$ cat src/common/bus_pkg.sv
`default_nettype none

package bus_pkg;

    //////////////////////////////
    // Bus word
    //////////////////////////////
    localparam int word_width = 32;

    typedef logic [word_width-1:0] word_t;

    //////////////////////////////
    // Slaves and address map
    //////////////////////////////
    localparam int slave_count    = 3;
    localparam int slave_ram      = 0;
    localparam int slave_counter  = 1;
    localparam int slave_keyboard = 2;

    // Address bits 15 to 12 pick the slave
    localparam logic [3:0] region_ram      = 4'd0;
    localparam logic [3:0] region_counter  = 4'd1;
    localparam logic [3:0] region_keyboard = 4'd2;

    localparam int ram_words = 1024;

    // Byte offsets of the registers inside a slave
    localparam logic [11:0] reg_data_offset = 12'h000;
    localparam logic [11:0] reg_aux_offset  = 12'h004;

    // Cause codes seen by the CPU
    typedef enum logic [word_width-1:0] {
        cause_none     = 32'd0,
        cause_keyboard = 32'd3,
        cause_counter  = 32'd4
    } irq_cause_t;

endpackage

`default_nettype wire

$ cat src/logic/bus_counter.sv
`default_nettype none

module bus_counter import bus_pkg::*; (
    input  logic  clk,
    input  logic  arst_n,
    input  logic  stb,
    input  logic  we,
    input  word_t addr,
    input  word_t wdata,
    output word_t rdata,
    output logic  ack,
    output logic  irq
);

    word_t count;
    word_t compare;
    logic  is_data;
    logic  is_aux;
    logic  wr;

    assign is_data = addr[11:0] == reg_data_offset;
    assign is_aux  = addr[11:0] == reg_aux_offset;
    assign wr      = stb & we & ~ack;

    always_ff @(posedge clk or negedge arst_n) begin
        if (!arst_n) begin
            ack     <= 1'b0;
            count   <= '0;
            compare <= '0;
            irq     <= 1'b0;
        end else begin
            ack <= stb & ~ack;

            // Load wins over the free-running increment
            if (wr && is_data) begin
                count <= wdata;
            end else begin
                count <= count + 1'b1;
            end

            // Sticky match flag, cleared by a new compare value
            if (wr && is_aux) begin
                compare <= wdata;
                irq     <= 1'b0;
            end else if (count == compare && count != '0) begin
                irq <= 1'b1;
            end
        end
    end

    always_comb begin
        if (is_data) begin
            rdata = count;
        end else if (is_aux) begin
            rdata = compare;
        end else begin
            rdata = '0;
        end
    end

endmodule

`default_nettype wire

$ cat config.mk
export PLATFORM = sky130hd
export DESIGN_NAME = bus_counter
export DESIGN_NICKNAME = d
export VERILOG_FILES = /design/src/common/bus_pkg.sv /design/src/logic/bus_counter.sv
export SDC_FILE = /design/constraint.sdc
export NUM_CORES = 1
export LEC_CHECK = 0
export BUFFER_PORTS_ARGS = -buffer_cell sky130_fd_sc_hd__buf_2
export CAP_MARGIN = 5
export CORE_AREA = 2 2 82 100
export CTS_CLUSTER_DIAMETER = 200
export CTS_CLUSTER_SIZE = 8
export DETAILED_ROUTE_END_ITERATION = 8
export DIE_AREA = 0 0 84 102
export GPL_TIMING_DRIVEN = 0
export PLACE_DENSITY = 0.86
export SLEW_MARGIN = 0
export SYNTH_ARGS = -nofsm -noshare
export SYNTH_HDL_FRONTEND = slang
export SYNTH_SLANG_ARGS = --single-unit
$ cat constraint.sdc
create_clock -name clk -period 2.1 [get_ports clk]
set_input_delay 0.315 -clock clk [delete_from_list [all_inputs] [get_ports clk]]
set_output_delay 0.315 -clock clk [all_outputs]
set_load 0.05 [all_outputs]
==> impl_metrics.tcl <==
set metrics [dict create \
    outcome "complete, no violations" \
    cell_chain_critical_path "buf_2 > nor4_2 > nand3_2 > buf_4 > clkbuf_2 > nor2_1 > buf_2" \
    cts_tree "yes" \
    routed_wire_length_um 10410 \
    timing.critical_path.fanout_max 10 \
    grtUsageMet1 0.3193 \
    core_area_sq_um 7576 \
    final-max-slew-violation-count 0 \
    min-delay-path-class "input port to async pin" \
    final.setup.tns_ns 0 \
    final_area_sq_um 4772 \
    cts.root.buffer_cell "sky130_fd_sc_hd__clkbuf_8" \
    detailedRoute.firstIterationViolations 275 \
    diodes 0 \
    grt_antenna_before_repair 0 \
    final_core_utilization 0.6299 \
    clock_sink_count 66 \
    grt_start_max_net_pins 67 \
    initial_util 0.5316 \
    gp_congestion 0.9053 \
    worst-setup-path-type "input port to output pin" \
    final_critical_path_setup_slack_ns 0.08727 \
    setup_viol_count_final 0 \
    post_route_cells_drive_above_1_share 0.3184 \
    cts_inserted_buffers 9 \
    postSynthAreaPerCell_sq_um 9.729 \
    final_ant_viol_nets 0 \
    grt_pass1_wl_um 16970 \
    tightest_slew_ns 0.8540 \
    top_level_ports 102 \
    max_cap_violations 0 \
    mappedNetlistNets 484 \
    placed_cell_area_sq_um 4546 \
    gr-usage-met3 0.03312 \
    peakVddDrop_v 0.0004472 \
    synth_seq_cells 66 \
    met2_demand_to_capacity_share_in_global_routing 0.4191 \
    place_ws_ns -0.1421 \
    critPathMaxStageDelay_ns 0.33 \
    ys_types 33 \
    critical_path.most_common_cell "sky130_fd_sc_hd__buf_2" \
    route.detailed.drc 0 \
    cts_max_path_buffers 2 \
    mostFrequentLayoutCell "sky130_fd_sc_hd__buf_2" \
    floorplan.die.height_um 102 \
    yosys_warnings 0 \
    grt_use_total 0.2527 \
    achievable-frequency_mhz 496.8 \
    gr-total-overflow 0 \
    synth.yosys.seq_area_share 0.4101 \
    routed_via_density 5.763 \
    start_kind "input port" \
    area_growth_syn_to_layout_pct 18.48 \
    fin_crit_period_ns 2.013 \
    rrSetupSlack_ns 0.15 \
    routedWlPerCell_um 17.23 \
    place.detailed.hpwl_um 7575 \
    worstSkewPairLatency_ns 0.35 \
    numPortBuffers 80 \
    timing.slew.headroom 0.4306 \
    syn-cell-area_sq_um 4028 \
    layout.nets 577 \
    drt_pass1_iterations 4 \
    power.leakage_nw 2.332 \
    slowest_stage "sky130_fd_sc_hd__nor4_2" \
    synthCells 414 \
    end_kind "output pin" \
    fp.dieW_um 84 \
    row_count 35 \
    worstRegToRegCells 6 \
    rr_startpoint "count[16]$_DFF_PN0_" \
    power_mw 2.797 \
    most-common-layout-cells "sky130_fd_sc_hd__buf_2, sky130_fd_sc_hd__dfrtp_1, sky130_fd_sc_hd__xor2_1" \
    cts.htree.levels 3 \
    final_min_period_over_clock_period 0.9584 \
    first_global_vias 3440 \
    clkSlewWorstSetupHoldPaths_ns 0.07 \
    skew_ns 0.007975 \
    worst_ep_arrival_time_ns 1.70 \
    worst_r2r_endpoint "count[28]$_DFF_PN0_" \
    report.final.hold_viol_count 0 \
    fillers 635 \
    power_per_cell_area_nw_per_um2 586.1 \
    fp.dieArea_sq_um 8568 \
    vias 3481 \
    grt.busiest_layer "met2" \
    timing.critical_path.required_ns 1.78 \
]
[what timing repair did]
item | CTS | global route
setup buffers | 2 | 0
hold buffers | 0 | 0
pin swaps | 1 | 0
endpoints found under the hold margin | 0 | 0
setup endpoints to repair | 30 | 31
resized for setup | 1 | 10
[how the worst max path moves through the flow]
stage,startpoint,end,slack [ns],depth (start not counted)
6_report,addr[4],rdata[16],0.09,7
5_1_grt,addr[4],rdata[22],-0.02,7
4_1_cts,addr[4],rdata[16],0.03,7
3_5_place_dp,addr[4],rdata[16],-0.14,6
3_3_place_gp,addr[9],rdata[16],-0.02,6
2_1_floorplan,addr[4],rdata[10],0.02,4
[registers in the layout, indices dropped and copies added (netlist names)]
register,flops
compare,32
count,32
ack,1
irq,1
[power breakdown]
group	internal [mW]	total, mW	switching, mW
clock	0.523	1.00	0.482
combinational	0.170	0.431	0.261
sequential	1.32	1.36	0.0381
total	2.02	2.80	0.780
[metal layers]
metal | share of wire | vias up
met5 | 0 | -
met4 | 0.042 | 0
met3 | 0.056 | 33
met2 | 0.49 | 139
met1 | 0.41 | 1692
li1 | - | 1617
[per-stage QoR]
step	instances	hold slack, ns
global route	604	0.1188
CTS	604	0.09532
global placement	586	0.4427
detailed placement	586	0.4474
floorplan	414	0.01941
finish	604	0.06482
[final cells by class]
class                           instances  area (sq um)  share of cell area
Multi-Input combinational cell        308          2196              0.4601
Sequential cell                        66          1653              0.3464
Timing Repair Buffer                   82         430.4             0.09019
Clock buffer                           14         172.7             0.03618
Buffer                                 34         172.7             0.03618
Tap cell                               92         115.1             0.02412
Inverter                                6         22.52            0.004719
Clock inverter                          2         10.01            0.002098
[cells in the mapped netlist]
| library cell | instances | area (sq um) |
|---|---|---|
| sky130_fd_sc_hd__mux2_2 | 33 | 371.6 |
| sky130_fd_sc_hd__mux2_1 | 1 | 11.26 |
| sky130_fd_sc_hd__nand4_1 | 17 | 106.4 |
| sky130_fd_sc_hd__buf_2 | 18 | 90.09 |
| sky130_fd_sc_hd__o21ai_0 | 26 | 130.1 |
| sky130_fd_sc_hd__buf_4 | 5 | 37.54 |
| sky130_fd_sc_hd__nand4_2 | 1 | 12.51 |
| sky130_fd_sc_hd__a2bb2oi_1 | 1 | 8.760 |
| sky130_fd_sc_hd__clkbuf_1 | 8 | 30.03 |
| sky130_fd_sc_hd__ha_1 | 2 | 25.02 |
| sky130_fd_sc_hd__nand2_1 | 37 | 138.9 |
| sky130_fd_sc_hd__mux2i_1 | 32 | 320.3 |
| sky130_fd_sc_hd__nor2_1 | 38 | 142.6 |
| sky130_fd_sc_hd__nand3_2 | 1 | 10.01 |
| sky130_fd_sc_hd__nand3_1 | 14 | 70.07 |
| sky130_fd_sc_hd__nor4b_1 | 1 | 8.760 |
| sky130_fd_sc_hd__nor3_4 | 2 | 32.53 |
| sky130_fd_sc_hd__nor4_1 | 18 | 112.6 |
| sky130_fd_sc_hd__inv_1 | 6 | 22.52 |
| sky130_fd_sc_hd__xor2_1 | 44 | 385.4 |
| sky130_fd_sc_hd__xnor2_1 | 18 | 157.7 |
| sky130_fd_sc_hd__nor2_2 | 1 | 6.260 |
| sky130_fd_sc_hd__dfrtp_1 | 66 | 1652 |
| sky130_fd_sc_hd__and4_1 | 2 | 17.52 |
| sky130_fd_sc_hd__nor2b_1 | 1 | 6.260 |
| sky130_fd_sc_hd__nor3_1 | 4 | 20.02 |
| sky130_fd_sc_hd__o211ai_1 | 1 | 7.510 |
| sky130_fd_sc_hd__and2_1 | 2 | 12.51 |
| sky130_fd_sc_hd__o21ai_1 | 4 | 20.02 |
| sky130_fd_sc_hd__and3_1 | 5 | 31.28 |
| sky130_fd_sc_hd__nand4b_1 | 2 | 17.52 |
| sky130_fd_sc_hd__clkbuf_2 | 1 | 5.000 |
| sky130_fd_sc_hd__buf_1 | 2 | 7.510 |
[cells by family after synthesis]
kind of cell	Yosys count	share of synthesized area
flops	66	0.4101
fa+ha+maj	2	0.006212
xor+xnor	62	0.1348
mux	66	0.1746
buf+inv	40	0.04784
compound gates	32	0.04132
simple gates	146	0.1852
[critical path: cells and delay by family]
kind                   cells  cell delay (ns)
buffers and inverters      4             0.79
AND/OR/NAND/NOR            3             0.60
Power figures use the tool's default switching activity.
