### src/common/bus_pkg.sv
`default_nettype none

package bus_pkg;

    //////////////////////////////
    // Bus word
    //////////////////////////////
    localparam int word_width = 32;

    typedef logic [word_width-1:0] word_t;

    //////////////////////////////
    // Slaves and address map
    //////////////////////////////
    localparam int slave_count    = 3;
    localparam int slave_ram      = 0;
    localparam int slave_counter  = 1;
    localparam int slave_keyboard = 2;

    // Address bits 15 to 12 pick the slave
    localparam logic [3:0] region_ram      = 4'd0;
    localparam logic [3:0] region_counter  = 4'd1;
    localparam logic [3:0] region_keyboard = 4'd2;

    localparam int ram_words = 1024;

    // Byte offsets of the registers inside a slave
    localparam logic [11:0] reg_data_offset = 12'h000;
    localparam logic [11:0] reg_aux_offset  = 12'h004;

    // Cause codes seen by the CPU
    typedef enum logic [word_width-1:0] {
        cause_none     = 32'd0,
        cause_keyboard = 32'd3,
        cause_counter  = 32'd4
    } irq_cause_t;

endpackage

`default_nettype wire

### src/logic/wb_intercon.sv
`default_nettype none

module wb_intercon import bus_pkg::*; (
    input  word_t                  addr,
    input  logic                   stb,
    output logic                   ack,
    output word_t                  rdata,
    output logic [slave_count-1:0] slave_stb,
    input  logic [slave_count-1:0] slave_ack,
    input  word_t                  slave_rdata_ram,
    input  word_t                  slave_rdata_counter,
    input  word_t                  slave_rdata_keyboard,
    input  logic                   clk,
    input  logic                   arst_n
);

    logic [3:0]             region;
    logic [slave_count-1:0] sel;
    logic                   unmapped;
    logic                   unmapped_ack;

    assign region = addr[15:12];

    // One-hot slave select from the region
    always_comb begin
        sel = '0;
        case (region)
            region_ram:      sel[slave_ram]      = 1'b1;
            region_counter:  sel[slave_counter]  = 1'b1;
            region_keyboard: sel[slave_keyboard] = 1'b1;
            default:         sel = '0;
        endcase
    end

    assign unmapped  = ~|sel;
    assign slave_stb = sel & {slave_count{stb}};

    // Nobody answers here, so ack on behalf of the missing slave
    always_ff @(posedge clk or negedge arst_n) begin
        if (!arst_n) begin
            unmapped_ack <= 1'b0;
        end else begin
            unmapped_ack <= stb & unmapped & ~unmapped_ack;
        end
    end

    assign ack = (|(slave_ack & sel)) | unmapped_ack;

    // Read data back from the selected slave, zero when unmapped
    always_comb begin
        case (region)
            region_ram:      rdata = slave_rdata_ram;
            region_counter:  rdata = slave_rdata_counter;
            region_keyboard: rdata = slave_rdata_keyboard;
            default:         rdata = '0;
        endcase
    end

endmodule

`default_nettype wire

### config.mk
export PLATFORM = sky130hd
export DESIGN_NAME = wb_intercon
export DESIGN_NICKNAME = d
export VERILOG_FILES = /design/src/common/bus_pkg.sv /design/src/logic/wb_intercon.sv
export SDC_FILE = /design/constraint.sdc
export NUM_CORES = 1
export LEC_CHECK = 0
export BUFFER_PORTS_ARGS = -buffer_cell sky130_fd_sc_hd__buf_2
export CAP_MARGIN = 20
export CORE_AREA = 2 2 66 68
export CTS_BUF_LIST = sky130_fd_sc_hd__clkbuf_4 sky130_fd_sc_hd__clkbuf_8
export DETAILED_ROUTE_END_ITERATION = 7
export DIE_AREA = 0 0 68 70
export GPL_TIMING_DRIVEN = 0
export PLACE_DENSITY = 0.65
export SYNTH_ARGS = -nofsm -noshare
export SYNTH_HDL_FRONTEND = slang
export SYNTH_SLANG_ARGS = --single-unit
### constraint.sdc
create_clock -name clk -period 2.9 [get_ports clk]
set_clock_uncertainty 0.15 [all_clocks]
set_input_delay 0.725 -clock clk [delete_from_list [all_inputs] [get_ports clk]]
set_output_delay 0.725 -clock clk [all_outputs]
set_load 0.1 [all_outputs]
==> metrics, run 1 <==
Buffers & Inverters on Critical Path=5; Starting Density=between 10% and 20%; CP delay by family, top=buffers and inverters; critical-path cell list=buf_4, nor4b_4, buf_4, clkbuf_16, a222oi_1, inv_2, buf_6; Hold Slack=0.3222 ns; Rows=24; pin count of the biggest net entering global routing=11; most frequent cells after synthesis=32 x a222oi_1, 32 x inv_1, 4 x buf_2; post-synth top area cell=a222oi_1; I/O pin cnt=170; CTS clk-pin slew, worst paths=0 ns; adder-cell share of the synthesized area=0%; Largest regs=unmapped_ack x1; Crit-path slowest cell=nor4b_4; post-synthesis simple-gate area fraction=between 10% and 20%; Core Area=between 4000 and 5000 um^2; global route total overflow=0; GPL Wtd Cong=between 0.7 and 0.8; Post-synth EDFFs=0; fmax=about 350 MHz; Area after DPL=1436 um^2; status=completed; Largest register FFs=1; sequential share of the synthesized area=3.788%; starting DRC count in detailed routing=125; first-pass GRT wire length=between 4 and 5 mm; fin. max-slew vios=0; clock latency on the worst-skew pair=0 ns; ys async rst share=100.0%; synthesized net count=between 200 and 250; synth top area cells=a222oi_1 48%, inv_1 18%, nor4b_4 7.2%, buf_6 5.1%, dfrtp_1 3.8%; Post-Synth XOR/XNOR Area=0%; crit path DAT=roughly 2.0 ns; Port Buffers=141; WS Path Type=in -> out; number of global-route vias before repair=approximately 1,200; critical path's most frequent cell=buf_4; Syn Inst Count=85; Reg with most FFs=unmapped_ack; top_reg_cell synth=dfrtp_1; Leakage=approximately 1.1 nW; Yosys top cell area share=approximately 48%; cts hold-fix bufs=0; Min-Delay Path Class=reg -> reg; max cap viols=0; mux share of post-synthesis cell area=0%; Placed Cells=~280; Vias/cell=4.846; pre-CTS WS=-0.2995 ns; Die Width=68 um; area grow syn2layout=169.7%; post-synthesis compound-gate area fraction=between 50% and 60%; # setup viols final=0; WP data required=2.03 ns; largest family of logic cells by synthesized area=compound AO/OA/AOI/OAI gates; PwrDens=213.7 nW/um^2; Unique masters post-synth=14; share of cells above drive strength 1=between 80 and 90%; Final #Nets=370; antenna diode count=0; Cell Area, Synth=between 600 and 700 um^2; Die Y=approximately 70 um; post-route design area=1782 um^2; final worst slack=0.05970 ns; initial antenna violation count=0; YS warnings=0; WL final=approximately 3.8 mm; Synth Register Bits=1; Detailed Routing Iterations Pass 1=6; crit-path max cell delay=0.36 ns; global-route usage over all layers=approximately 13%; number of nets with antenna violations after routing=0; Worst setup SP type=primary input; critical path capture point type=output pin; die area=4760 um^2; CP max FO=5; Tcrit/Tclk final=a little over nine tenths; Worst IR Drop VDD=~0.057 mV; Routed wire per std cell=roughly 13 um; synthesized area per cell=7.772 um^2; routed via count=roughly 1,400; placed wire-length estimate=approximately 2.9 mm; final hold vios=0; Finished Layout Cells=~290; Tmin final=between 2 and 3 ns; Slew HR=approximately three quarters; Residual DRC=0; Slew @ Worst Pin=about 0.37 ns
[timing repair]
item,in CTS,in global routing
setup buffers,7,0
endpoints found under the setup margin,36,33
gates resized for setup,46,42
hold endpoints to repair,0,0
gates cloned,0,1
pin swaps,3,3
[layout by cell type (no fill, tap or decap)]
master / synthesis / layout
dfrtp_1: 1 / 1
inv_2: 0 / 28
clkbuf_4: 0 / 9
a211oi_1: 1 / 1
buf_8: 0 / 9
a222oi_1: 32 / 32
clkbuf_16: 0 / 1
buf_2: 4 / 102
buf_12: 0 / 2
buf_4: 2 / 14
nor4b_4: 2 / 2
nor4_4: 1 / 1
and2_2: 1 / 3
buf_6: 3 / 21
nand2_2: 0 / 1
a221oi_2: 1 / 1
inv_1: 32 / 4
nand2_1: 2 / 1
nor3b_1: 1 / 1
[final cells by class]
class / instances / area (um^2)
tap: 52 / 65.06
fill: 417 / 2362
buffer: 9 / 80.08
inverter: 32 / 120.1
timing repair buffer: 149 / 1040
multi-input combinational: 43 / 451.7
sequential: 1 / 25.02
[metal layers]
| layer | global-route usage (%) | vias up | wire, um |
|---|---|---|---|
| met5 | 0 | - | 0 |
| met4 | 0 | 0 | 0 |
| met3 | 0.3221 | 0 | 340 |
| li1 | - | 655 | - |
| met1 | 12.63 | 646 | 1310 |
| met2 | 29.23 | 85 | 2105 |
[power breakdown]
group	total (mW)	internal (mW)	switching (mW)
Combinational	0.364	0.128	0.236
Sequential	0.0163	0.0153	0.000951
Clock	0	0	0
[final timing paths]
path / from / endpoint / slack [ns] / depth (start not counted)
min in group asynchronous: arst_n / unmapped_ack / 0.35 / 1
min: unmapped_ack / unmapped_ack / 0.32 / 1
min reg2reg: unmapped_ack / unmapped_ack / 0.32 / 1
max reg2reg: unmapped_ack / unmapped_ack / 2.06 / 1
max: addr[15] / rdata[13] / 0.06 / 7
max in group asynchronous: arst_n / unmapped_ack / 2.16 / 1
[stage by stage]
stage	setup TNS (ns)	util, %	total power, mW
floorplan	0	-	0.2318
global placement	-8.172	34.66	0.3320
detailed placement	-8.585	34.66	0.3350
CTS	0	39.16	0.3603
global route	-0.01286	43.00	0.3961
finish	0	43.00	0.3807
[cells by family (layout without fill, tap and decap cells)]
kind of cell,after synthesis,after routing
flip-flops,1,1
AO/OA/AOI/OAI,34,34
buffers and inverters,41,190
AND/OR/NAND/NOR,9,9
(Power assumes the default switching activity.)
==> run 2: changes to the inputs <==
--- a/config.mk
+++ b/config.mk
@@ -5,14 +5,15 @@
 export SDC_FILE = /design/constraint.sdc
 export NUM_CORES = 1
 export LEC_CHECK = 0
+export ABC_AREA = 1
 export BUFFER_PORTS_ARGS = -buffer_cell sky130_fd_sc_hd__buf_2
 export CAP_MARGIN = 20
-export CORE_AREA = 2 2 66 68
+export CORE_AREA = 2 2 65 67
 export CTS_BUF_LIST = sky130_fd_sc_hd__clkbuf_4 sky130_fd_sc_hd__clkbuf_8
 export DETAILED_ROUTE_END_ITERATION = 7
-export DIE_AREA = 0 0 68 70
+export DIE_AREA = 0 0 67 69
 export GPL_TIMING_DRIVEN = 0
-export PLACE_DENSITY = 0.65
+export PLACE_DENSITY = 0.74
 export SYNTH_ARGS = -nofsm -noshare
 export SYNTH_HDL_FRONTEND = slang
 export SYNTH_SLANG_ARGS = --single-unit
==> run 2 against run 1 <==
Net effect: via count is 35% higher; sequential power is 3% lower; register-to-register slack better by 0.03 ns; hold slack worse by 0.049 ns; sequential share of layout area is 0.11 points lower; maximum frequency is 0.20% higher; final cell count is 27% higher; cell area is 8.4% higher.
==> metrics, run 2 <==
status=completed (unchanged); WL final=4.916 mm (was 3.757 mm); commonest non-fill, non-tap cell in the layout=nand3_1 (was buf_2); Final Core Density=49.36% (was 43.00%); Residual DRC=0 (unchanged); synthesized area per cell=5.280 um^2 (was 7.772 um^2); fin. max-slew vios=0 (unchanged); die area=4623 um^2 (was 4760 um^2); ys async rst share=100.0% (unchanged); share of cells above drive strength 1=53.82% (was 82.91%); internal reg-to-reg setup slack=2.09 ns (was 2.06 ns); initial antenna violation count=0 (unchanged); Min-Delay Path Class=reg -> reg (unchanged); Die Y=69 um (was 70 um); final setup TNS=0 ns (unchanged); max cap viols=0 (unchanged); most frequent cell after synthesis=nand3_1; gr busiest metal=met2 (unchanged); mux share of post-synthesis cell area=0% (unchanged); top_reg_cell synth=dfrtp_1 (unchanged); WS Path Type=in -> out (unchanged); CP delay by family, top=buffers and inverters (unchanged); met3 usage=1.142% (was 0.3221%); post-synthesis simple-gate area fraction=79.73% (was 15.72%); synthesized net count=307 (was 219); most frequent cells after synthesis=131 x nand3_1, 8 x buf_2, 7 x nand2_1 (was 32 x a222oi_1, 32 x inv_1, 4 x buf_2); critical-path cell list=buf_2, nor2_2, clkbuf_1, nand3_1, nand3_1, buf_4 (was buf_4, nor4b_4, buf_4, clkbuf_16, a222oi_1, inv_2, buf_6); number of global-route vias before repair=1,561 (was 1,197); Hold Slack=0.2732 ns (was 0.3222 ns); Worst Reg-to-Reg Cells=1 (unchanged); Synth Register Bits=1 (unchanged); largest family of logic cells by synthesized area=simple AND/OR/NAND/NOR gates (was compound AO/OA/AOI/OAI gates); starting DRC count in detailed routing=70 (was 125); crit path DAT=1.96 ns (was 1.97 ns); area grow syn2layout=111.5% (was 169.7%); number of nets with antenna violations after routing=0 (unchanged); adder-cell share of the synthesized area=0% (unchanged); routed via count=1,865 (was 1,386); Slew HR=67.02% (was 75.64%); PwrDens=211.3 nW/um^2 (was 213.7 nW/um^2); final hold vios=0 (unchanged); first-pass GRT wire length=6.858 mm (was 4.974 mm); unrepaired setup endpoints after global routing=yes; number of cells on the critical path=6 (was 7); Tcrit/Tclk final=97.75% (was 97.94%); post-synth top area cell=nand3_1 (was a222oi_1); cts hold-fix bufs=0 (unchanged); Yosys top cell area share=71.78% (was 48.48%); Buffers & Inverters on Critical Path=3 (was 5); Worst setup SP type=primary input (unchanged); Cell Area, Synth=913.4 um^2 (was 660.6 um^2); Final #Nets=450 (was 370); final worst slack=0.06537 ns (was 0.05970 ns); CP max FO=10 (was 5); post-synthesis compound-gate area fraction=0.8219% (was 51.89%); pin count of the biggest net entering global routing=11 (unchanged); met1 GRT Util=23.02% (was 12.63%); FF-to-FF Start=unmapped_ack (unchanged); critical path capture point type=output pin (unchanged); Vias/cell=5.124 (was 4.846); WP data required=2.03 ns (about the same); GR Util met2=33.11% (was 29.23%); Detailed Routing Iterations Pass 1=4 (was 6); Starting Density=23.34% (was 15.94%); Crit-path slowest cell=clkbuf_1 (was nor4b_4); Finished Layout Cells=364 (was 286); Tmin final=2.835 ns (was 2.840 ns); fmax=352.8 MHz (was 352.1 MHz); global-route usage over all layers=17.77% (was 12.97%); pre-CTS WS=-0.1339 ns (was -0.2995 ns); antenna diode count=0 (unchanged); commonest non-fill, non-tap cells in the layout=129 x nand3_1, 111 x buf_2, 37 x buf_6, 7 x buf_4, 7 x nand2_1 (was 102 x buf_2, 32 x a222oi_1, 28 x inv_2, 21 x buf_6, 14 x buf_4); synth top area cells=nand3_1 72%, buf_4 4.9%, buf_2 4.4%, buf_6 3.7%, nand2_1 2.9% (was a222oi_1 48%, inv_1 18%, nor4b_4 7.2%, buf_6 5.1%, dfrtp_1 3.8%); Unique masters post-synth=13 (was 14); critical path's most frequent cell=nand3_1 (was buf_4); Leakage=1.050 nW (was 1.082 nW); GPL Wtd Cong=0.7282 (was 0.7189); sequential share of the synthesized area=2.740% (was 3.788%); CTS clk-pin slew, worst paths=0 ns (about the same); Syn Inst Count=173 (was 85); Critical R2R Capture=unmapped_ack (unchanged); Die Width=67 um (was 68 um); clock latency on the worst-skew pair=0 ns (about the same); YS warnings=0 (unchanged); Largest register FFs=1 (unchanged); crit-path max cell delay=0.42 ns (was 0.36 ns); Worst Setup SP=addr[15] (unchanged); Reg with most FFs=unmapped_ack (unchanged); Post-Synth XOR/XNOR Area=0% (unchanged); # setup viols final=0 (unchanged); Routed wire per std cell=13.51 um (was 13.14 um); Largest regs=unmapped_ack x1 (unchanged); Core Area=3914 um^2 (was 4144 um^2); Placed Cells=364 (was 278); Rows=23 (was 24); global route total overflow=0 (unchanged); Port Buffers=141 (unchanged); Worst Setup EP=rdata[20] (was rdata[13]); I/O pin cnt=170 (unchanged); placed wire-length estimate=3.711 mm (was 2.861 mm); Post-synth EDFFs=0 (unchanged); Slew @ Worst Pin=0.4947 ns (was 0.3654 ns); Worst IR Drop VDD=0.1083 mV (was 0.05735 mV)
-- run 2: cell count changes in the layout (fill, tap and decap cells not counted), sizes merged --
cell / change
a221oi: -1
a222oi: -32
and2: -3
buf: +7
clkbuf: -4
inv: -26
nand2: +5
nand3: +131
nor2: +7
nor3b: -1
nor4: -1
nor4b: -2
-- run 2: how the worst min path moves through the flow --
| stage | start | endpoint | slack (ns) | cells after the start |
|---|---|---|---|---|
| 3_3_place_gp | unmapped_ack | unmapped_ack | 0.27 | 1 |
| 3_5_place_dp | unmapped_ack | unmapped_ack | 0.27 | 1 |
| 2_1_floorplan | unmapped_ack | unmapped_ack | 0.25 | 1 |
| 4_1_cts | unmapped_ack | unmapped_ack | 0.27 | 1 |
| 5_1_grt | unmapped_ack | unmapped_ack | 0.28 | 1 |
| 6_report | unmapped_ack | unmapped_ack | 0.27 | 1 |
-- run 2: report_power, final --
part / leakage [nW] / internal (mW) / total [mW] / switching [mW]
logic: 1.04 / 0.123 / 0.392 / 0.269
registers: 0.0127 / 0.0153 / 0.0158 / 0.000501
clock network: 0 / 0 / 0 / 0
-- run 2: stage by stage --
stage	instance area (um^2)	power [mW]
after floorplan	940.9	0.2616
after global placement	1709	0.3736
after detailed placement	1709	0.3753
after CTS	1800	0.3902
after global routing	1932	0.4279
final	1932	0.4082
-- run 2: repair_timing --
| action | CTS | global route |
|---|---|---|
| gates cloned | 0 | 0 |
| resized for setup | 36 | 36 |
| setup endpoints to repair | 35 | 36 |
| setup buffers | 0 | 0 |
-- run 2: cells by family (layout without fill, tap and decap cells) --
kind of cell           after synthesis  count (layout)
AND/OR/NAND/NOR                    145             145
buffers and inverters               26             167
flip-flops                           1               1
AO/OA/AOI/OAI                        1               1
-- run 2: layout make-up --
| cell class | count | area [um^2] |
|---|---|---|
| flip-flops and latches | 1 | 25.02 |
| multi-input cells | 146 | 763.2 |
| fillers | 422 | 1982 |
| well taps | 50 | 62.56 |
| plain buffers | 20 | 137.6 |
| inverters | 6 | 22.52 |
| repair buffers | 141 | 920.9 |
-- run 2: metal layers --
metal | vias to the layer above | wire [um]
met5 | - | 0
met4 | 0 | 12
met3 | 2 | 441
met2 | 91 | 2593
met1 | 859 | 1868
li1 | 913 | -
==> run 3: changes to the inputs <==
==> config.mk (replaced) <==
export PLATFORM = sky130hd
export DESIGN_NAME = wb_intercon
export DESIGN_NICKNAME = d
export VERILOG_FILES = /design/src/common/bus_pkg.sv /design/src/logic/wb_intercon.sv
export SDC_FILE = /design/constraint.sdc
export NUM_CORES = 1
export LEC_CHECK = 0
export ABC_AREA = 1
export CAP_MARGIN = 20
export CORE_AREA = 2 2 66 68
export CTS_BUF_LIST = sky130_fd_sc_hd__clkbuf_4 sky130_fd_sc_hd__clkbuf_8
export DETAILED_ROUTE_END_ITERATION = 7
export DIE_AREA = 0 0 68 70
export DONT_BUFFER_PORTS = 1
export GPL_TIMING_DRIVEN = 0
export PLACE_DENSITY = 0.36
export SYNTH_ARGS = -nofsm -noshare
export SYNTH_HDL_FRONTEND = slang
export SYNTH_SLANG_ARGS = --single-unit
==> run 3 against run 2 <==
Net effect: die area increased by 3.0%; first-iteration DRC count fell by 5.7%; combinational power down 28%; maximum frequency rose by 1.4%; global-route usage is 0.16 points lower; hold slack worse by 0.0085 ns; sequential power hardly changed; critical path depth down 1; via count down 25%; wire length down 5.6%; critical path type unchanged; critical endpoint is now slave_stb[0]; largest power group unchanged; highest routed layer unchanged.
==> metrics, run 3 (synthesis gave the netlist of run 2 again) <==
status=completed (unchanged); Final #Nets=309 (was 450); Hold Slack=0.2647 ns (was 0.2732 ns); first-pass GRT wire length=6.665 mm (was 6.858 mm); commonest non-fill, non-tap cell in the layout=nand3_1 (unchanged); power share of the clock group=0% (about the same); Die Width=68 um (was 67 um); final setup TNS=0 ns (unchanged); critical path capture point type=output pin (unchanged); pin count of the biggest net entering global routing=11 (unchanged); Area after DPL=1006 um^2 (was 1709 um^2); global route total overflow=0 (unchanged); placed wire-length estimate=3.430 mm (was 3.711 mm); setup bufs post-CTS=0 (unchanged); number of global-route vias before repair=1,420 (was 1,561); Largest regs=unmapped_ack x1 (unchanged); Final Core Density=28.74% (was 49.36%); routed via count=1,403 (was 1,865); cts hold-fix bufs=0 (unchanged); CP max FO=10 (unchanged); register area=25.02 um^2 (unchanged); P_sw=244.1 uW (was 269.9 uW); post-route design area=1191 um^2 (was 1932 um^2); crit path DAT=1.92 ns (was 1.96 ns); Slew @ Worst Pin=0.6158 ns (was 0.4947 ns); Fillers=495 (was 422); final worst slack=0.1032 ns (was 0.06537 ns); # setup viols final=0 (unchanged); Routed wire per std cell=20.63 um (was 13.51 um); switching share of power=81.62% (was 66.11%); Int Pwr=54.97 uW (was 138.3 uW); Port Buffers=0 (was 141); max cap viols=0 (unchanged); GPL Wtd Cong=0.6462 (was 0.7282); Placed Cells=225 (was 364); Core Area=4144 um^2 (was 3914 um^2); pre-CTS WS=-0.2663 ns (was -0.1339 ns); multi-input logic area=943.4 um^2 (was 763.2 um^2); Tmin final=2.797 ns (was 2.835 ns); final hold vios=0 (unchanged); Detailed Routing Iterations Pass 1=4 (unchanged); number of nets with antenna violations after routing=0 (unchanged); commonest non-fill, non-tap cells in the layout=99 x nand3_1, 29 x nand3_2, 7 x buf_4, 6 x buf_2, 6 x nand2_1 (was 129 x nand3_1, 111 x buf_2, 37 x buf_6, 7 x buf_4, 7 x nand2_1); Vias/cell=6.236 (was 5.124); CTS clk-pin slew, worst paths=0 ns (about the same); Tcrit/Tclk final=96.44% (was 97.75%); share of cells above drive strength 1=34.10% (was 53.82%); Finished Layout Cells=225 (was 364); Worst IR Drop VDD=0.08053 mV (was 0.1083 mV); Slew HR=58.85% (was 67.02%); die area=4760 um^2 (was 4623 um^2); initial antenna violation count=0 (unchanged); Pwr Total=299.1 uW (was 408.2 uW); area grow syn2layout=30.41% (was 111.5%); Starting Density=22.04% (was 23.34%); Reg with most FFs=unmapped_ack (unchanged); clock latency on the worst-skew pair=0 ns (about the same); antenna diode count=0 (unchanged); I/O pin cnt=170 (unchanged); WP data required=2.03 ns (about the same); PwrDens=251.1 nW/um^2 (was 211.3 nW/um^2); fmax=357.6 MHz (was 352.8 MHz); unrepaired setup endpoints after global routing=yes (unchanged); Comb power frac=94.7% (was 96.1%); WS Path Type=in -> out (unchanged); Seq pwr share=5.3% (was 3.9%); global-route usage over all layers=17.61% (was 17.77%); Min-Delay Path Class=reg -> reg (unchanged); Rows=24 (was 23); fin. max-slew vios=0 (unchanged); Leakage=0.6160 nW (was 1.050 nW); Die Y=70 um (was 69 um); Largest register FFs=1 (unchanged); Worst setup SP type=primary input (unchanged); starting DRC count in detailed routing=66 (was 70); Residual DRC=0 (unchanged); WL final=4.642 mm (was 4.916 mm)
## run 3: cell count changes in the layout (fill, tap and decap cells not counted), moves of 2 or more
cell / change
buf_2: -105
buf_6: -34
clkbuf_4: -2
nand3_1: -30
nand3_2: +27
nand3_4: +3
## run 3: power groups by stage
stage	clock network (mW)	logic (mW)	registers [mW]
6_report	0	0.283	0.0158
5_1_grt	0	0.296	0.0159
4_1_cts	0	0.280	0.0159
3_5_place_dp	0	0.272	0.0159
3_3_place_gp	0	0.269	0.0158
2_1_floorplan	0	0.246	0.0158
## run 3: final timing paths
path / from / endpoint / slack, ns / depth (start not counted)
worst max-delay path: addr[15] / slave_stb[0] / 0.10 / 5
worst min-delay path: unmapped_ack / unmapped_ack / 0.26 / 1
worst max register to register: unmapped_ack / unmapped_ack / 2.13 / 1
worst min register to register: unmapped_ack / unmapped_ack / 0.26 / 1
max in group asynchronous: arst_n / unmapped_ack / 2.25 / 0
min in group asynchronous: arst_n / unmapped_ack / 0.28 / 0
## run 3: area by class of cell
cell class	instances	area share (%)
buffer	20	11.34
multi-input combinational	146	79.20
inverter	6	1.891
tap	52	5.462
sequential	1	2.101
## run 3: what timing repair did
action / 4_1_cts / 5_1_grt
setup endpoints to repair: 31 / 30
cloned: 0 / 0
pin swaps: 0 / 2
gates resized for setup: 31 / 7
## run 3: critical path, cell delays in order
cell      delay, ns
nor2_2         0.16
buf_4          0.20
clkbuf_4       0.21
nand2_1        0.10
nor2_4         0.51
## run 3: layer usage
metal	vias up	track usage, %	wire, um
met1	670	19.96	1693
met2	98	34.95	2526
met3	8	1.610	369
met4	0	1.778	53
li1	627	-	-
met5	-	0	0
