### config.mk
export PLATFORM = sky130hd
export DESIGN_NAME = keyboard_port
export DESIGN_NICKNAME = d
export VERILOG_FILES = /design/src/common/bus_pkg.sv /design/src/common/ps2_pkg.sv /design/src/keyboard/ps2_receiver.sv /design/src/keyboard/scan_fifo.sv /design/src/keyboard/keyboard_port.sv
export SDC_FILE = /design/constraint.sdc
export NUM_CORES = 1
export LEC_CHECK = 0
export BUFFER_PORTS_ARGS = -buffer_cell sky130_fd_sc_hd__buf_4
export CORE_MARGIN = 2
export CORE_UTILIZATION = 44
export CTS_CLUSTER_SIZE = 14
export DETAILED_ROUTE_END_ITERATION = 7
export GPL_ROUTABILITY_DRIVEN = 0
export GPL_TIMING_DRIVEN = 0
export PLACE_DENSITY = 0.75
export SLEW_MARGIN = 30
export SYNTH_ARGS = -nofsm -noshare
export SYNTH_HDL_FRONTEND = slang
export SYNTH_HIERARCHICAL = 1
export SYNTH_SLANG_ARGS = --single-unit
### constraint.sdc
create_clock -name clk -period 6.64 [get_ports clk]
set_input_delay 0.996 -clock clk [delete_from_list [all_inputs] [get_ports clk]]
set_output_delay 0.996 -clock clk [all_outputs]
set_load 0.03 [all_outputs]
### src/common/bus_pkg.sv
`default_nettype none

package bus_pkg;

    //////////////////////////////
    // Bus word
    //////////////////////////////
    localparam int word_width = 32;

    typedef logic [word_width-1:0] word_t;

    //////////////////////////////
    // Slaves and address map
    //////////////////////////////
    localparam int slave_count    = 3;
    localparam int slave_ram      = 0;
    localparam int slave_counter  = 1;
    localparam int slave_keyboard = 2;

    // Address bits 15 to 12 pick the slave
    localparam logic [3:0] region_ram      = 4'd0;
    localparam logic [3:0] region_counter  = 4'd1;
    localparam logic [3:0] region_keyboard = 4'd2;

    localparam int ram_words = 1024;

    // Byte offsets of the registers inside a slave
    localparam logic [11:0] reg_data_offset = 12'h000;
    localparam logic [11:0] reg_aux_offset  = 12'h004;

    // Cause codes seen by the CPU
    typedef enum logic [word_width-1:0] {
        cause_none     = 32'd0,
        cause_keyboard = 32'd3,
        cause_counter  = 32'd4
    } irq_cause_t;

endpackage

`default_nettype wire

### src/common/ps2_pkg.sv
`default_nettype none

package ps2_pkg;

    // Frame receiver states
    typedef enum logic [1:0] {
        st_idle,
        st_data,
        st_parity,
        st_stop
    } ps2_state_t;

    // One keyboard scan code
    typedef logic [7:0] scan_t;

    //////////////////////////////
    // Scan code FIFO sizing
    //////////////////////////////
    localparam int fifo_depth       = 8;
    localparam int fifo_count_width = 4;

endpackage

`default_nettype wire

### src/keyboard/ps2_receiver.sv
`default_nettype none

module ps2_receiver import ps2_pkg::*; (
    input  logic  clk,
    input  logic  arst_n,
    input  logic  ps2_clk,
    input  logic  ps2_data,
    output logic  byte_valid,
    output scan_t byte_data
);

    logic [1:0] clk_sync;
    logic [1:0] data_sync;
    logic       clk_prev;
    logic       clk_fall;
    logic       frame_ok;
    ps2_state_t state;
    logic [2:0] bit_cnt;
    scan_t      shift;
    logic       parity;

    //////////////////////////////
    // Line synchronisers
    //////////////////////////////

    // Lines idle high
    always_ff @(posedge clk or negedge arst_n) begin
        if (!arst_n) begin
            clk_sync  <= 2'b11;
            data_sync <= 2'b11;
            clk_prev  <= 1'b1;
        end else begin
            clk_sync  <= {clk_sync[0], ps2_clk};
            data_sync <= {data_sync[0], ps2_data};
            clk_prev  <= clk_sync[1];
        end
    end

    assign clk_fall = clk_prev & ~clk_sync[1];

    // Stop bit high and odd parity over data plus parity
    assign frame_ok = data_sync[1] & (^{parity, shift});

    //////////////////////////////
    // Frame FSM
    //////////////////////////////
    always_ff @(posedge clk or negedge arst_n) begin
        if (!arst_n) begin
            state      <= st_idle;
            bit_cnt    <= '0;
            byte_valid <= 1'b0;
        end else begin
            byte_valid <= 1'b0;
            if (clk_fall) begin
                case (state)
                    st_idle: begin
                        // Wait for a low start bit
                        if (!data_sync[1]) begin
                            state   <= st_data;
                            bit_cnt <= '0;
                        end
                    end
                    st_data: begin
                        bit_cnt <= bit_cnt + 1'b1;
                        if (bit_cnt == 3'd7) begin
                            state <= st_parity;
                        end
                    end
                    st_parity: state <= st_stop;
                    st_stop: begin
                        byte_valid <= frame_ok;
                        state      <= st_idle;
                    end
                    default: state <= st_idle;
                endcase
            end
        end
    end

    // LSB first, so shift in from the top
    always_ff @(posedge clk) begin
        if (clk_fall) begin
            if (state == st_data) begin
                shift <= {data_sync[1], shift[7:1]};
            end
            if (state == st_parity) begin
                parity <= data_sync[1];
            end
            if (state == st_stop) begin
                byte_data <= shift;
            end
        end
    end

endmodule

`default_nettype wire

### src/keyboard/scan_fifo.sv
`default_nettype none

module scan_fifo import ps2_pkg::*; (
    input  logic                        clk,
    input  logic                        arst_n,
    input  logic                        push,
    input  scan_t                       push_data,
    input  logic                        pop,
    output scan_t                       pop_data,
    output logic [fifo_count_width-1:0] count,
    output logic                        empty,
    output logic                        full
);

    scan_t                         mem [fifo_depth];
    logic [$clog2(fifo_depth)-1:0] wr_ptr;
    logic [$clog2(fifo_depth)-1:0] rd_ptr;
    logic                          do_push;
    logic                          do_pop;

    assign empty   = count == '0;
    assign full    = count == fifo_depth[fifo_count_width-1:0];
    assign do_push = push & ~full;
    assign do_pop  = pop & ~empty;

    // Head entry is visible without a read cycle
    assign pop_data = mem[rd_ptr];

    always_ff @(posedge clk or negedge arst_n) begin
        if (!arst_n) begin
            wr_ptr <= '0;
            rd_ptr <= '0;
            count  <= '0;
        end else begin
            if (do_push) begin
                wr_ptr <= wr_ptr + 1'b1;
            end
            if (do_pop) begin
                rd_ptr <= rd_ptr + 1'b1;
            end
            if (do_push && !do_pop) begin
                count <= count + 1'b1;
            end else if (do_pop && !do_push) begin
                count <= count - 1'b1;
            end
        end
    end

    always_ff @(posedge clk) begin
        if (do_push) begin
            mem[wr_ptr] <= push_data;
        end
    end

endmodule

`default_nettype wire

### src/keyboard/keyboard_port.sv
`default_nettype none

module keyboard_port import bus_pkg::*, ps2_pkg::*; (
    input  logic  clk,
    input  logic  arst_n,
    input  logic  stb,
    input  logic  we,
    input  word_t addr,
    output word_t rdata,
    output logic  ack,
    output logic  irq,
    input  logic  ps2_clk,
    input  logic  ps2_data
);

    logic                        byte_valid;
    scan_t                       byte_data;
    logic                        fifo_push;
    logic                        fifo_pop;
    scan_t                       fifo_data;
    logic [fifo_count_width-1:0] fifo_count;
    logic                        fifo_empty;
    logic                        fifo_full;
    logic                        is_data;
    logic                        is_aux;

    ps2_receiver i_ps2_receiver (
        .clk        (clk),
        .arst_n     (arst_n),
        .ps2_clk    (ps2_clk),
        .ps2_data   (ps2_data),
        .byte_valid (byte_valid),
        .byte_data  (byte_data)
    );

    // Overflow bytes are lost
    assign fifo_push = byte_valid & ~fifo_full;

    scan_fifo i_scan_fifo (
        .clk       (clk),
        .arst_n    (arst_n),
        .push      (fifo_push),
        .push_data (byte_data),
        .pop       (fifo_pop),
        .pop_data  (fifo_data),
        .count     (fifo_count),
        .empty     (fifo_empty),
        .full      (fifo_full)
    );

    //////////////////////////////
    // Bus side
    //////////////////////////////
    assign is_data = addr[11:0] == reg_data_offset;
    assign is_aux  = addr[11:0] == reg_aux_offset;

    always_ff @(posedge clk or negedge arst_n) begin
        if (!arst_n) begin
            ack <= 1'b0;
        end else begin
            ack <= stb & ~ack;
        end
    end

    // Data read consumes the head entry in its ack cycle
    assign fifo_pop = ack & ~we & is_data & ~fifo_empty;

    always_comb begin
        if (is_data && !fifo_empty) begin
            rdata = {{(word_width-9){1'b0}}, 1'b1, fifo_data};
        end else if (is_aux) begin
            rdata = word_t'(fifo_count);
        end else begin
            rdata = '0;
        end
    end

    assign irq = ~fifo_empty;

endmodule

`default_nettype wire

==> out/qor.yml, run 1 <==
cts_inserted_buffers: 9
drt-vias-per-instance: 4.983
finalSetupViolCount: 0
fin_worst_skew_ns: 0.02139
power_density_cells_mw_per_mm2: 273.6
start_util: 0.4494
drt_wl_total_mm: 7.285
peakVddDrop_v: 0.0001521
row_count: 37
synth_ff_type: "edfxtp_1"
drt_pre_antenna_iters: 4
worst_hold_slack_ns: 0.3623
first_global_vias: 2308
largest_net_degree_at_the_start_of_global_routing: 23
worstPathMaxFanout: 10
power.combinational.fraction: 0.155
coreArea_sq_mm: 0.01023
run_status: "finished clean"
post-cts-setup-buffers: 0
synthDistinctLibCells: 49
worst_skew_pair.late_latency_ns: 0.37
total_die_area_sq_mm: 0.01128
post_drt_wl_per_cell_microns: 15.57
number_of_gates_given_a_new_drive_strength_after_cts: 0
final_core_util: 0.5166
route.detailed.drc: 0
diodes: 0
transition_at_the_pin_with_the_smallest_max_transition_slack_ns: 0.8945
port_buffers: 27
synthDominantCellAreaShare: 0.5290
clock.fmax_mhz: 277.3
cp-start-kind: "flop"
netlist.top_cell.by_area: "edfxtp_1"
postSynth.asyncResetShare: 0.2136
min_period_over_period: 0.5431
power_switching_share: 0.2822
vias: 2332
post_synth.cell_area_avg_sq_um: 17.22
number_of_fill_cells_in_the_layout: 827
clkSinkCount: 103
post-route-min-period_ns: 3.606
initialDrtViolationCount: 154
aggregate_negative_setup_slack_ns: 0
commonest_cells_after_routing_fill_and_taps_aside: "81 x edfxtp_1, 50 x buf_4, 23 x conb_1, 17 x dfrtp_1, 16 x mux4_1"
overflow: 0
worst_setup_hold_path_clk_slew_ns: 0.11
clockRootBuffer: "clkbuf_8"
die_height_microns: 106.2
finish.cell_count_without_fillers: 468
ant_nets: 0
chipWidth_microns: 106.2
holdCritPathClass: "flop to flop"
cts_max_path_buffers: 2
antenna_found_initial: 0
holdBufCountCts: 0
rsz0062_at_grt: "false"
power.switching_mw: 0.4079
hpwl_mm: 5.113
synth.cell_area_sq_mm: 0.004598
synth_seq_cells: 103
dpl.cell_count: 452
crit_path_end_kind: "primary output"
post_route_cells_drive_above_1_share: 0.2892
grt_first_pass_wirelength_mm: 11.66
synth_area_leaders: "edfxtp_1 53%, dfrtp_1 9.3%, mux4_1 9.1%"
max_slew_margin: 0.4004
report.final.slew_viol_count: 0
area.growth.synth_to_final_pct: 14.94
yosysSeqAreaShare: 0.6501
max_cap_violations: 0
synth-warning-count: 6
layout.nets: 377
power.internal_mw: 1.038
path_class: "flop to primary output"
critPathRequiredTime_ns: 5.64
final_hold_viol_count: 0
layout_commonest_cell: "edfxtp_1"
cts_tree: "done"
syn_inst: 267
htree_levels: 3
globalRouteTotalUtil: 0.1372
clk_network_pwr_share: 0.289
critPathArrivalTime_ns: 2.61
synth_edf_count: 81
io_pins: 72
power_leakage_nw: 2.020
seq_power_share: 0.556
critical path, stage by stage (launching register included):
cell	delay, ns
dfrtp_1	0.37
clkbuf_1	0.39
buf_2	0.35
mux4_1	0.32
mux2_2	0.30
nor3b_1	0.15
a21oi_1	0.15
nor2_1	0.05
buf_4	0.16
power groups by stage:
stage	Combinational, mW	Sequential (mW)	Clock (mW)
final	0.225	0.803	0.418
after global routing	0.251	0.812	0.454
after floorplan	0.179	0.803	0
after detailed placement	0.227	0.819	0
after global placement	0.217	0.814	0
after CTS	0.228	0.805	0.427
kinds of logic after synthesis:
family | after synthesis | share of synthesized area
XOR/XNOR | 11 | 0.02694
buffers and inverters | 37 | 0.05470
other | 1 | 0.0008155
flip-flops | 103 | 0.6501
multiplexers | 32 | 0.1298
AO/OA/AOI/OAI | 14 | 0.02531
adder cells (fa/ha/maj) | 12 | 0.03429
AND/OR/NAND/NOR | 57 | 0.07810
final cells by class:
cell class / instances / area (sq um) / area share
buffer: 30 / 225.2 / 0.04261
tap: 136 / 170.2 / 0.03220
multi-input combinational: 149 / 1450 / 0.2744
sequential: 103 / 2989 / 0.5656
timing repair buffer: 27 / 202.7 / 0.03835
clock buffer: 9 / 123.9 / 0.02344
clock inverter: 7 / 97.59 / 0.01847
inverter: 7 / 26.28 / 0.004972
flip-flops by register name, indices dropped and copies added, names as in the netlist, 2 cells and up:
name,count
i_scan_fifo/rd_ptr,3
i_ps2_receiver/shift,8
i_ps2_receiver/bit_cnt,3
i_scan_fifo/mem,64
i_ps2_receiver/clk_sync,2
i_scan_fifo/count,4
i_scan_fifo/wr_ptr,3
i_ps2_receiver/state,2
i_ps2_receiver/data_sync,2
i_ps2_receiver/byte_data,8
worst paths after layout:
check	from	to	slack [ns]	depth (start not counted)
max	i_scan_fifo/rd_ptr[1]	rdata[1]	3.03	8
min	i_ps2_receiver/clk_sync[0]	i_ps2_receiver/clk_sync[1]	0.36	0
max reg2reg	i_scan_fifo/count[0]	i_scan_fifo/count[3]	3.08	11
min reg2reg	i_ps2_receiver/clk_sync[0]	i_ps2_receiver/clk_sync[1]	0.36	0
max in group asynchronous	arst_n	i_ps2_receiver/data_sync[1]	5.84	1
min in group asynchronous	arst_n	i_scan_fifo/rd_ptr[1]	0.50	1
per-layer routing:
layer	track usage	wire (microns)
met1	0.1763	3151
met4	0.05169	85
met2	0.2308	3713
met3	0.02759	335
met5	0	0
cell usage after synthesis, types with 5 or more instances:
master,instances
xnor2_1,7
nor2_1,13
buf_4,23
mux4_1,16
edfxtp_1,81
mux2_2,12
and2_1,6
nand3_1,6
inv_1,7
ha_1,11
dfstp_2,5
a21oi_1,5
dfrtp_1,17
stage by stage:
stage               cell area (sq um)  power (mW)  setup WS [ns]
detailed placement               5064       1.046          2.937
floorplan                        4681      0.9821          3.247
CTS                              5285       1.459          3.015
finish                           5285       1.446          3.034
global route                     5285       1.518          2.835
global placement                 5054       1.031          3.032
Power figures use the tool's default switching activity.
==> run 2, diff against run 1 <==
Settings changed: PLACE_DENSITY 0.75 to 0.78.
Clock period 6.64 ns to 3.1 ns, I/O delays scaled along.
==> out/qor.yml, run 2 (same netlist as run 1, synthesis figures left out) <==
clk_network_pwr_share: 0.264  # -0.025
die_height_microns: 106.2  # unchanged
critPathRequiredTime_ns: 3.32  # -2.32 ns
power_switching_share: 0.2771  # -0.005055
holdCritPathClass: "input port to flop"
largest_net_degree_at_the_start_of_global_routing: 23  # unchanged
worst_setup_hold_path_clk_slew_ns: 0.09  # -0.02 ns
diodes: 0  # unchanged
drt_wl_total_mm: 7.366  # +1.1%
peakVddDrop_v: 0.0004014  # +160%
cts_max_path_buffers: 2  # unchanged
cell_family_with_most_cp_delay: "simple AND/OR/NAND/NOR gates"
io_pins: 72  # unchanged
initialDrtViolationCount: 203  # +32%
globalRouteTotalUtil: 0.1369  # -0.0002560
regMostFlops: "i_scan_fifo/mem"
crit_path_end_kind: "flop"
chipWidth_microns: 106.2  # unchanged
final_design_area_no_fill_sq_mm: 0.005349  # +1.2%
whs_path_depth: 1  # +1
worst_skew_pair.late_latency_ns: 0.36  # about the same
critical_path_buf_inv_count: 1  # -2
vias: 2349  # +0.73%
power.combinational.fraction: 0.184  # +0.029
area.growth.synth_to_final_pct: 16.33
worstHoldEndpoint: "i_ps2_receiver/clk_sync[0]"
cts_tree: "done"
start_util: 0.4494  # unchanged
layout_commonest_cell: "edfxtp_1"
largest_register_ffs: 64  # unchanged
fin_worst_skew_ns: 0.01646  # -0.004932 ns
ant_nets: 0  # unchanged
final_hold_viol_count: 0  # unchanged
port_buffers: 27  # unchanged
worstPathMaxFanout: 7  # -3
run_status: "finished clean"
drt-vias-per-instance: 4.956  # -0.55%
critPathMaxStageDelay_ns: 0.52  # +0.13 ns
htree_levels: 3  # unchanged
path_class: "flop to flop"
layout.nets: 383  # +1.6%
power.internal_mw: 2.272  # +120%
total_die_area_sq_mm: 0.01128  # unchanged
place_area_sq_mm: 0.005079  # +0.30%
route.detailed.drc: 0  # unchanged
clkSinkCount: 103  # unchanged
number_of_fill_cells_in_the_layout: 831  # +0.48%
power_leakage_nw: 2.041  # +1.0%
cp-start-kind: "flop"
cts_inserted_buffers: 9  # unchanged
power_density_cells_mw_per_mm2: 587.6  # +110%
first_global_vias: 2272  # -1.6%
post_drt_wl_per_cell_microns: 15.54  # -0.17%
drt_pre_antenna_iters: 4  # unchanged
path_depth_of_the_worst_reg2reg_path: 11  # unchanged
post_route_cells_drive_above_1_share: 0.3166  # +0.02741
coreArea_sq_mm: 0.01023  # unchanged
timing.rr.end: "i_scan_fifo/count[3]"
rrSetupSlack_ns: 0.13  # -2.95 ns
aggregate_negative_setup_slack_ns: 0  # unchanged
clockRootBuffer: "clkbuf_8"
grt_first_pass_wirelength_mm: 11.50  # -1.4%
max_cap_violations: 0  # unchanged
antenna_found_initial: 0  # unchanged
min_period_over_period: 0.9591
worstReg2RegStart: "i_scan_fifo/count[3]"
row_count: 37  # unchanged
report.final.slew_viol_count: 0  # unchanged
clock.fmax_mhz: 336.3
seq_power_share: 0.552  # -0.004
timing.critical_path.mode_cell: "o211ai_1"
worst_hold_startpoint: "ps2_clk"
critPathArrivalTime_ns: 3.19  # +0.58 ns
transition_at_the_pin_with_the_smallest_max_transition_slack_ns: 0.9383  # +0.04382 ns
critical_path.cell_chain: "nor4_4 > nor2_1 > and4_4 > and3b_1 > o41ai_4 > ha_2 > inv_1 > ha_4 > or4_1 > o211ai_1 > o211ai_1"
commonest_cells_after_routing_fill_and_taps_aside: "81 x edfxtp_1, 56 x buf_4, 23 x conb_1, 16 x mux4_1"
overflow: 0  # unchanged
post-route-min-period_ns: 2.973
rsz0062_at_grt: "false"
max_slew_margin: 0.3721  # -0.02828
hpwl_mm: 5.135  # +0.43%
top_registers: "i_scan_fifo/mem (64), i_ps2_receiver/byte_data (8), i_ps2_receiver/shift (8)"
worst_path_max_delay_cell: "or4_1"
power.switching_mw: 0.8710  # +110%
finalSetupViolCount: 0  # unchanged
-- run 2: changes by cell type in the layout (fill, tap and decap cells not counted), moves of 2 or more --
| cell | previous run | this run |
|---|---|---|
| buf_4 | 50 | 56 |
| ha_1 | 11 | 9 |
| dfrtp_1 | 17 | 13 |
| inv_8 | 3 | 1 |
| clkinv_1 | 0 | 2 |
| dfrtp_2 | 0 | 4 |
| inv_6 | 1 | 3 |
-- run 2: metal layers --
metal  share of wire  GRT usage
met1            0.40     0.1641
met2            0.54     0.2399
met3           0.046    0.03433
met4           0.012    0.04793
met5               0          0
-- run 2: layout make-up --
class                      instances  area (sq um)  share of cell area
buffer                            29         221.5             0.04140
clock buffer                       9         123.9             0.02316
clock inverter                     7         75.07             0.01404
inverter                           7         26.28            0.004912
multi-input combinational        149          1480              0.2767
sequential                       103          2994              0.5598
tap                              136         170.2             0.03181
timing repair buffer              34         257.7             0.04819
-- run 2: how the worst max path moves through the flow --
stage | start | endpoint | cells past startpoint
global route | i_scan_fifo/count[0] | i_scan_fifo/count[3] | 11
finish | i_scan_fifo/count[3] | i_scan_fifo/count[3] | 11
floorplan | i_scan_fifo/count[0] | i_scan_fifo/count[3] | 11
global placement | i_scan_fifo/count[0] | i_scan_fifo/count[3] | 11
detailed placement | i_scan_fifo/count[0] | i_scan_fifo/count[3] | 11
CTS | i_scan_fifo/rd_ptr[1] | rdata[1] | 8
-- run 2: stage by stage --
step / utilization / power (mW) / setup WS (ns) / instances / hold slack [ns]
2_1_floorplan: - / 2.126 / 0.05881 / 289 / 0.1694
3_3_place_gp: 0.4954 / 2.234 / -0.1400 / 452 / 0.3458
3_5_place_dp: 0.4964 / 2.270 / -0.2822 / 452 / 0.3478
4_1_cts: 0.5188 / 3.116 / 0.02487 / 471 / 0.1890
5_1_grt: 0.5228 / 3.302 / 0.02258 / 474 / 0.1812
6_report: 0.5228 / 3.143 / 0.1266 / 474 / 0.2132
-- run 2: power by group through the flow --
| stage | Combinational, mW | Sequential (mW) | Clock (mW) |
|---|---|---|---|
| after detailed placement | 0.500 | 1.77 | 0 |
| after floorplan | 0.395 | 1.73 | 0 |
| final | 0.578 | 1.73 | 0.831 |
| after global routing | 0.639 | 1.75 | 0.912 |
| after global placement | 0.476 | 1.76 | 0 |
| after CTS | 0.518 | 1.74 | 0.856 |
-- run 2: repair_timing --
action                                 in CTS  in global routing
endpoints found under the hold margin      17                  0
buffers inserted                            2                  4
pin swaps                                   2                  1
resized for setup                           3                  3
hold buffers                                1                  0
setup endpoints to repair                   1                  4
==> run 3, diff against run 2 <==
Settings changed: CELL_PAD_IN_SITES_DETAIL_PLACEMENT set to 1, CELL_PAD_IN_SITES_GLOBAL_PLACEMENT set to 1, CORE_UTILIZATION 44 to 43, PLACE_DENSITY 0.78 to 0.87.
==> out/qor.yml, run 3 (same netlist as run 1, synthesis figures left out) <==
globalRouteTotalUtil: 0.1676  # +0.03073
max_slew_margin: 0.3834  # +0.01125
cts_max_path_buffers: 2  # unchanged
regMostFlops: "i_scan_fifo/mem"
crit_path_end_kind: "primary output"
htree_levels: 3  # unchanged
hpwl_mm: 6.399  # +25%
drt_pre_antenna_iters: 4  # unchanged
worst_setup_hold_path_clk_slew_ns: 0.10  # about the same
power_density_cells_mw_per_mm2: 614.7  # +4.6%
run_status: "finished clean"
rrSetupSlack_ns: 0.12  # about the same
finish.cell_count_without_fillers: 481  # +1.5%
worst_hold_startpoint: "ps2_data"
dpl.cell_count: 452  # unchanged
fin_worst_skew_ns: 0.007272  # -0.009186 ns
cp-start-kind: "flop"
vias: 2462  # +4.8%
clkSinkCount: 103  # unchanged
antenna_found_initial: 0  # unchanged
path_class: "flop to primary output"
top_registers: "i_scan_fifo/mem (64), i_ps2_receiver/byte_data (8), i_ps2_receiver/shift (8)"
holdCritPathClass: "input port to flop"
area.growth.synth_to_final_pct: 17.93
worstHoldEndpoint: "i_ps2_receiver/data_sync[0]"
die_height_microns: 107.4  # +1.1%
route.detailed.drc: 0  # unchanged
largest_net_degree_at_the_start_of_global_routing: 23  # unchanged
drt-vias-per-instance: 5.119  # +3.3%
port_buffers: 27  # unchanged
path_depth_of_the_worst_reg2reg_path: 11  # unchanged
peakVddDrop_v: 0.0003060  # -24%
first_global_vias: 2494  # +9.8%
clock.fmax_mhz: 334.3  # -0.59%
total_die_area_sq_mm: 0.01154  # +2.2%
transition_at_the_pin_with_the_smallest_max_transition_slack_ns: 0.9215  # -0.01681 ns
power_leakage_nw: 2.080  # +1.9%
drt_wl_total_mm: 9.420  # +28%
final_hold_viol_count: 0  # unchanged
clockRootBuffer: "clkbuf_8"
io_pins: 72  # unchanged
layout.nets: 390  # +1.8%
finalSetupViolCount: 0  # unchanged
report.final.slew_viol_count: 0  # unchanged
whs_path_depth: 1  # unchanged
initialDrtViolationCount: 138  # -32%
max_cap_violations: 0  # unchanged
grt_first_pass_wirelength_mm: 13.93  # +21%
worst_skew_pair.late_latency_ns: 0.37  # about the same
diodes: 0  # unchanged
coreArea_sq_mm: 0.01037  # +1.4%
timing.rr.end: "i_scan_fifo/count[3]"
post_route_cells_drive_above_1_share: 0.3362  # +0.01966
worstPathMaxFanout: 10  # +3
post_drt_wl_per_cell_microns: 19.58  # +26%
chipWidth_microns: 107.4  # +1.1%
cts_tree: "done"
min_period_over_period: 0.9648  # +0.005697
commonest_cells_after_routing_fill_and_taps_aside: "81 x edfxtp_1, 63 x buf_4, 23 x conb_1, 16 x mux4_1"
row_count: 37  # unchanged
start_util: 0.4434  # -0.006019
cts_inserted_buffers: 9  # unchanged
largest_register_ffs: 64  # unchanged
ant_nets: 0  # unchanged
layout_commonest_cell: "edfxtp_1"
post-route-min-period_ns: 2.991  # +0.01766 ns
worstSetupStartpoint: "i_scan_fifo/rd_ptr[1]"
worstReg2RegStart: "i_scan_fifo/count[0]"
critPathRequiredTime_ns: 2.63  # -0.69 ns
aggregate_negative_setup_slack_ns: 0  # unchanged
overflow: 0  # unchanged
critPathArrivalTime_ns: 2.53  # -0.66 ns
[run 3: changes by cell type in the layout (fill, tap and decap cells not counted), sizes merged]
cell | previous run | this run
clkbuf | 10 | 11
buf | 61 | 68
clkinvlp | 0 | 2
clkinv | 2 | 0
inv | 11 | 9
bufinv | 1 | 2
[run 3: area by class of cell]
| type | instances | area [sq um] |
|---|---|---|
| buffer | 29 | 221.5 |
| clock buffer | 10 | 127.6 |
| clock inverter | 6 | 92.59 |
| fill | 1004 | 4947 |
| inverter | 7 | 26.28 |
| multi-input combinational | 149 | 1480 |
| sequential | 103 | 2994 |
| tap | 136 | 170.2 |
| timing repair buffer | 41 | 310.3 |
[run 3: metrics by stage]
stage                     hold slack [ns]    util  instance area (sq um)  total power [mW]  setup WS, ns
final                              0.1993  0.5229                   5423             3.333        0.1090
after global routing               0.1730  0.5229                   5423             3.487    -0.0003837
after CTS                          0.1782  0.5141                   5331             3.256     0.0001465
after detailed placement           0.3469  0.4897                   5079             2.301       -0.3063
after global placement             0.3458  0.4888                   5069             2.233       -0.1581
after floorplan                    0.1694       -                   4696             2.126       0.05881
[run 3: repair_timing]
item                                   in CTS  in global routing
hold buffers                                1                  0
buffers inserted                            1                 12
endpoints found under the hold margin      17                  0
pin swaps                                   2                  2
setup endpoints to repair                   5                  1
resized for setup                           5                  2
[run 3: how the worst max path moves through the flow]
stage / to / slack, ns / cells after the start
finish: rdata[2] / 0.11 / 7
global route: rdata[1] / -0.0004 / 7
CTS: i_scan_fifo/count[3] / 0.0001 / 11
detailed placement: i_scan_fifo/count[3] / -0.31 / 11
global placement: i_scan_fifo/count[3] / -0.16 / 11
floorplan: i_scan_fifo/count[3] / 0.06 / 11
[run 3: layer usage]
layer  global-route usage  vias up  share of wire
li1                     -     1127              -
met2               0.3083       50           0.55
met5                    0        -              0
met4              0.05403        0          0.018
met3              0.04056       11          0.033
met1               0.1912     1274           0.40
[run 3: power by group]
part / total, mW / leakage [nW] / switching [mW] / internal, mW
clock: 0.924 / 0.104 / 0.463 / 0.461
combinational: 0.674 / 0.975 / 0.339 / 0.335
sequential: 1.74 / 1.00 / 0.135 / 1.60
[run 3: critical path: stages, from the launching register on]
cell and delay [ns]:
dfrtp_1 0.61, buf_2 0.36, mux4_1 0.34, mux2_2 0.29, nor3b_1 0.14, a21oi_1 0.17
nor2_1 0.06, buf_4 0.17
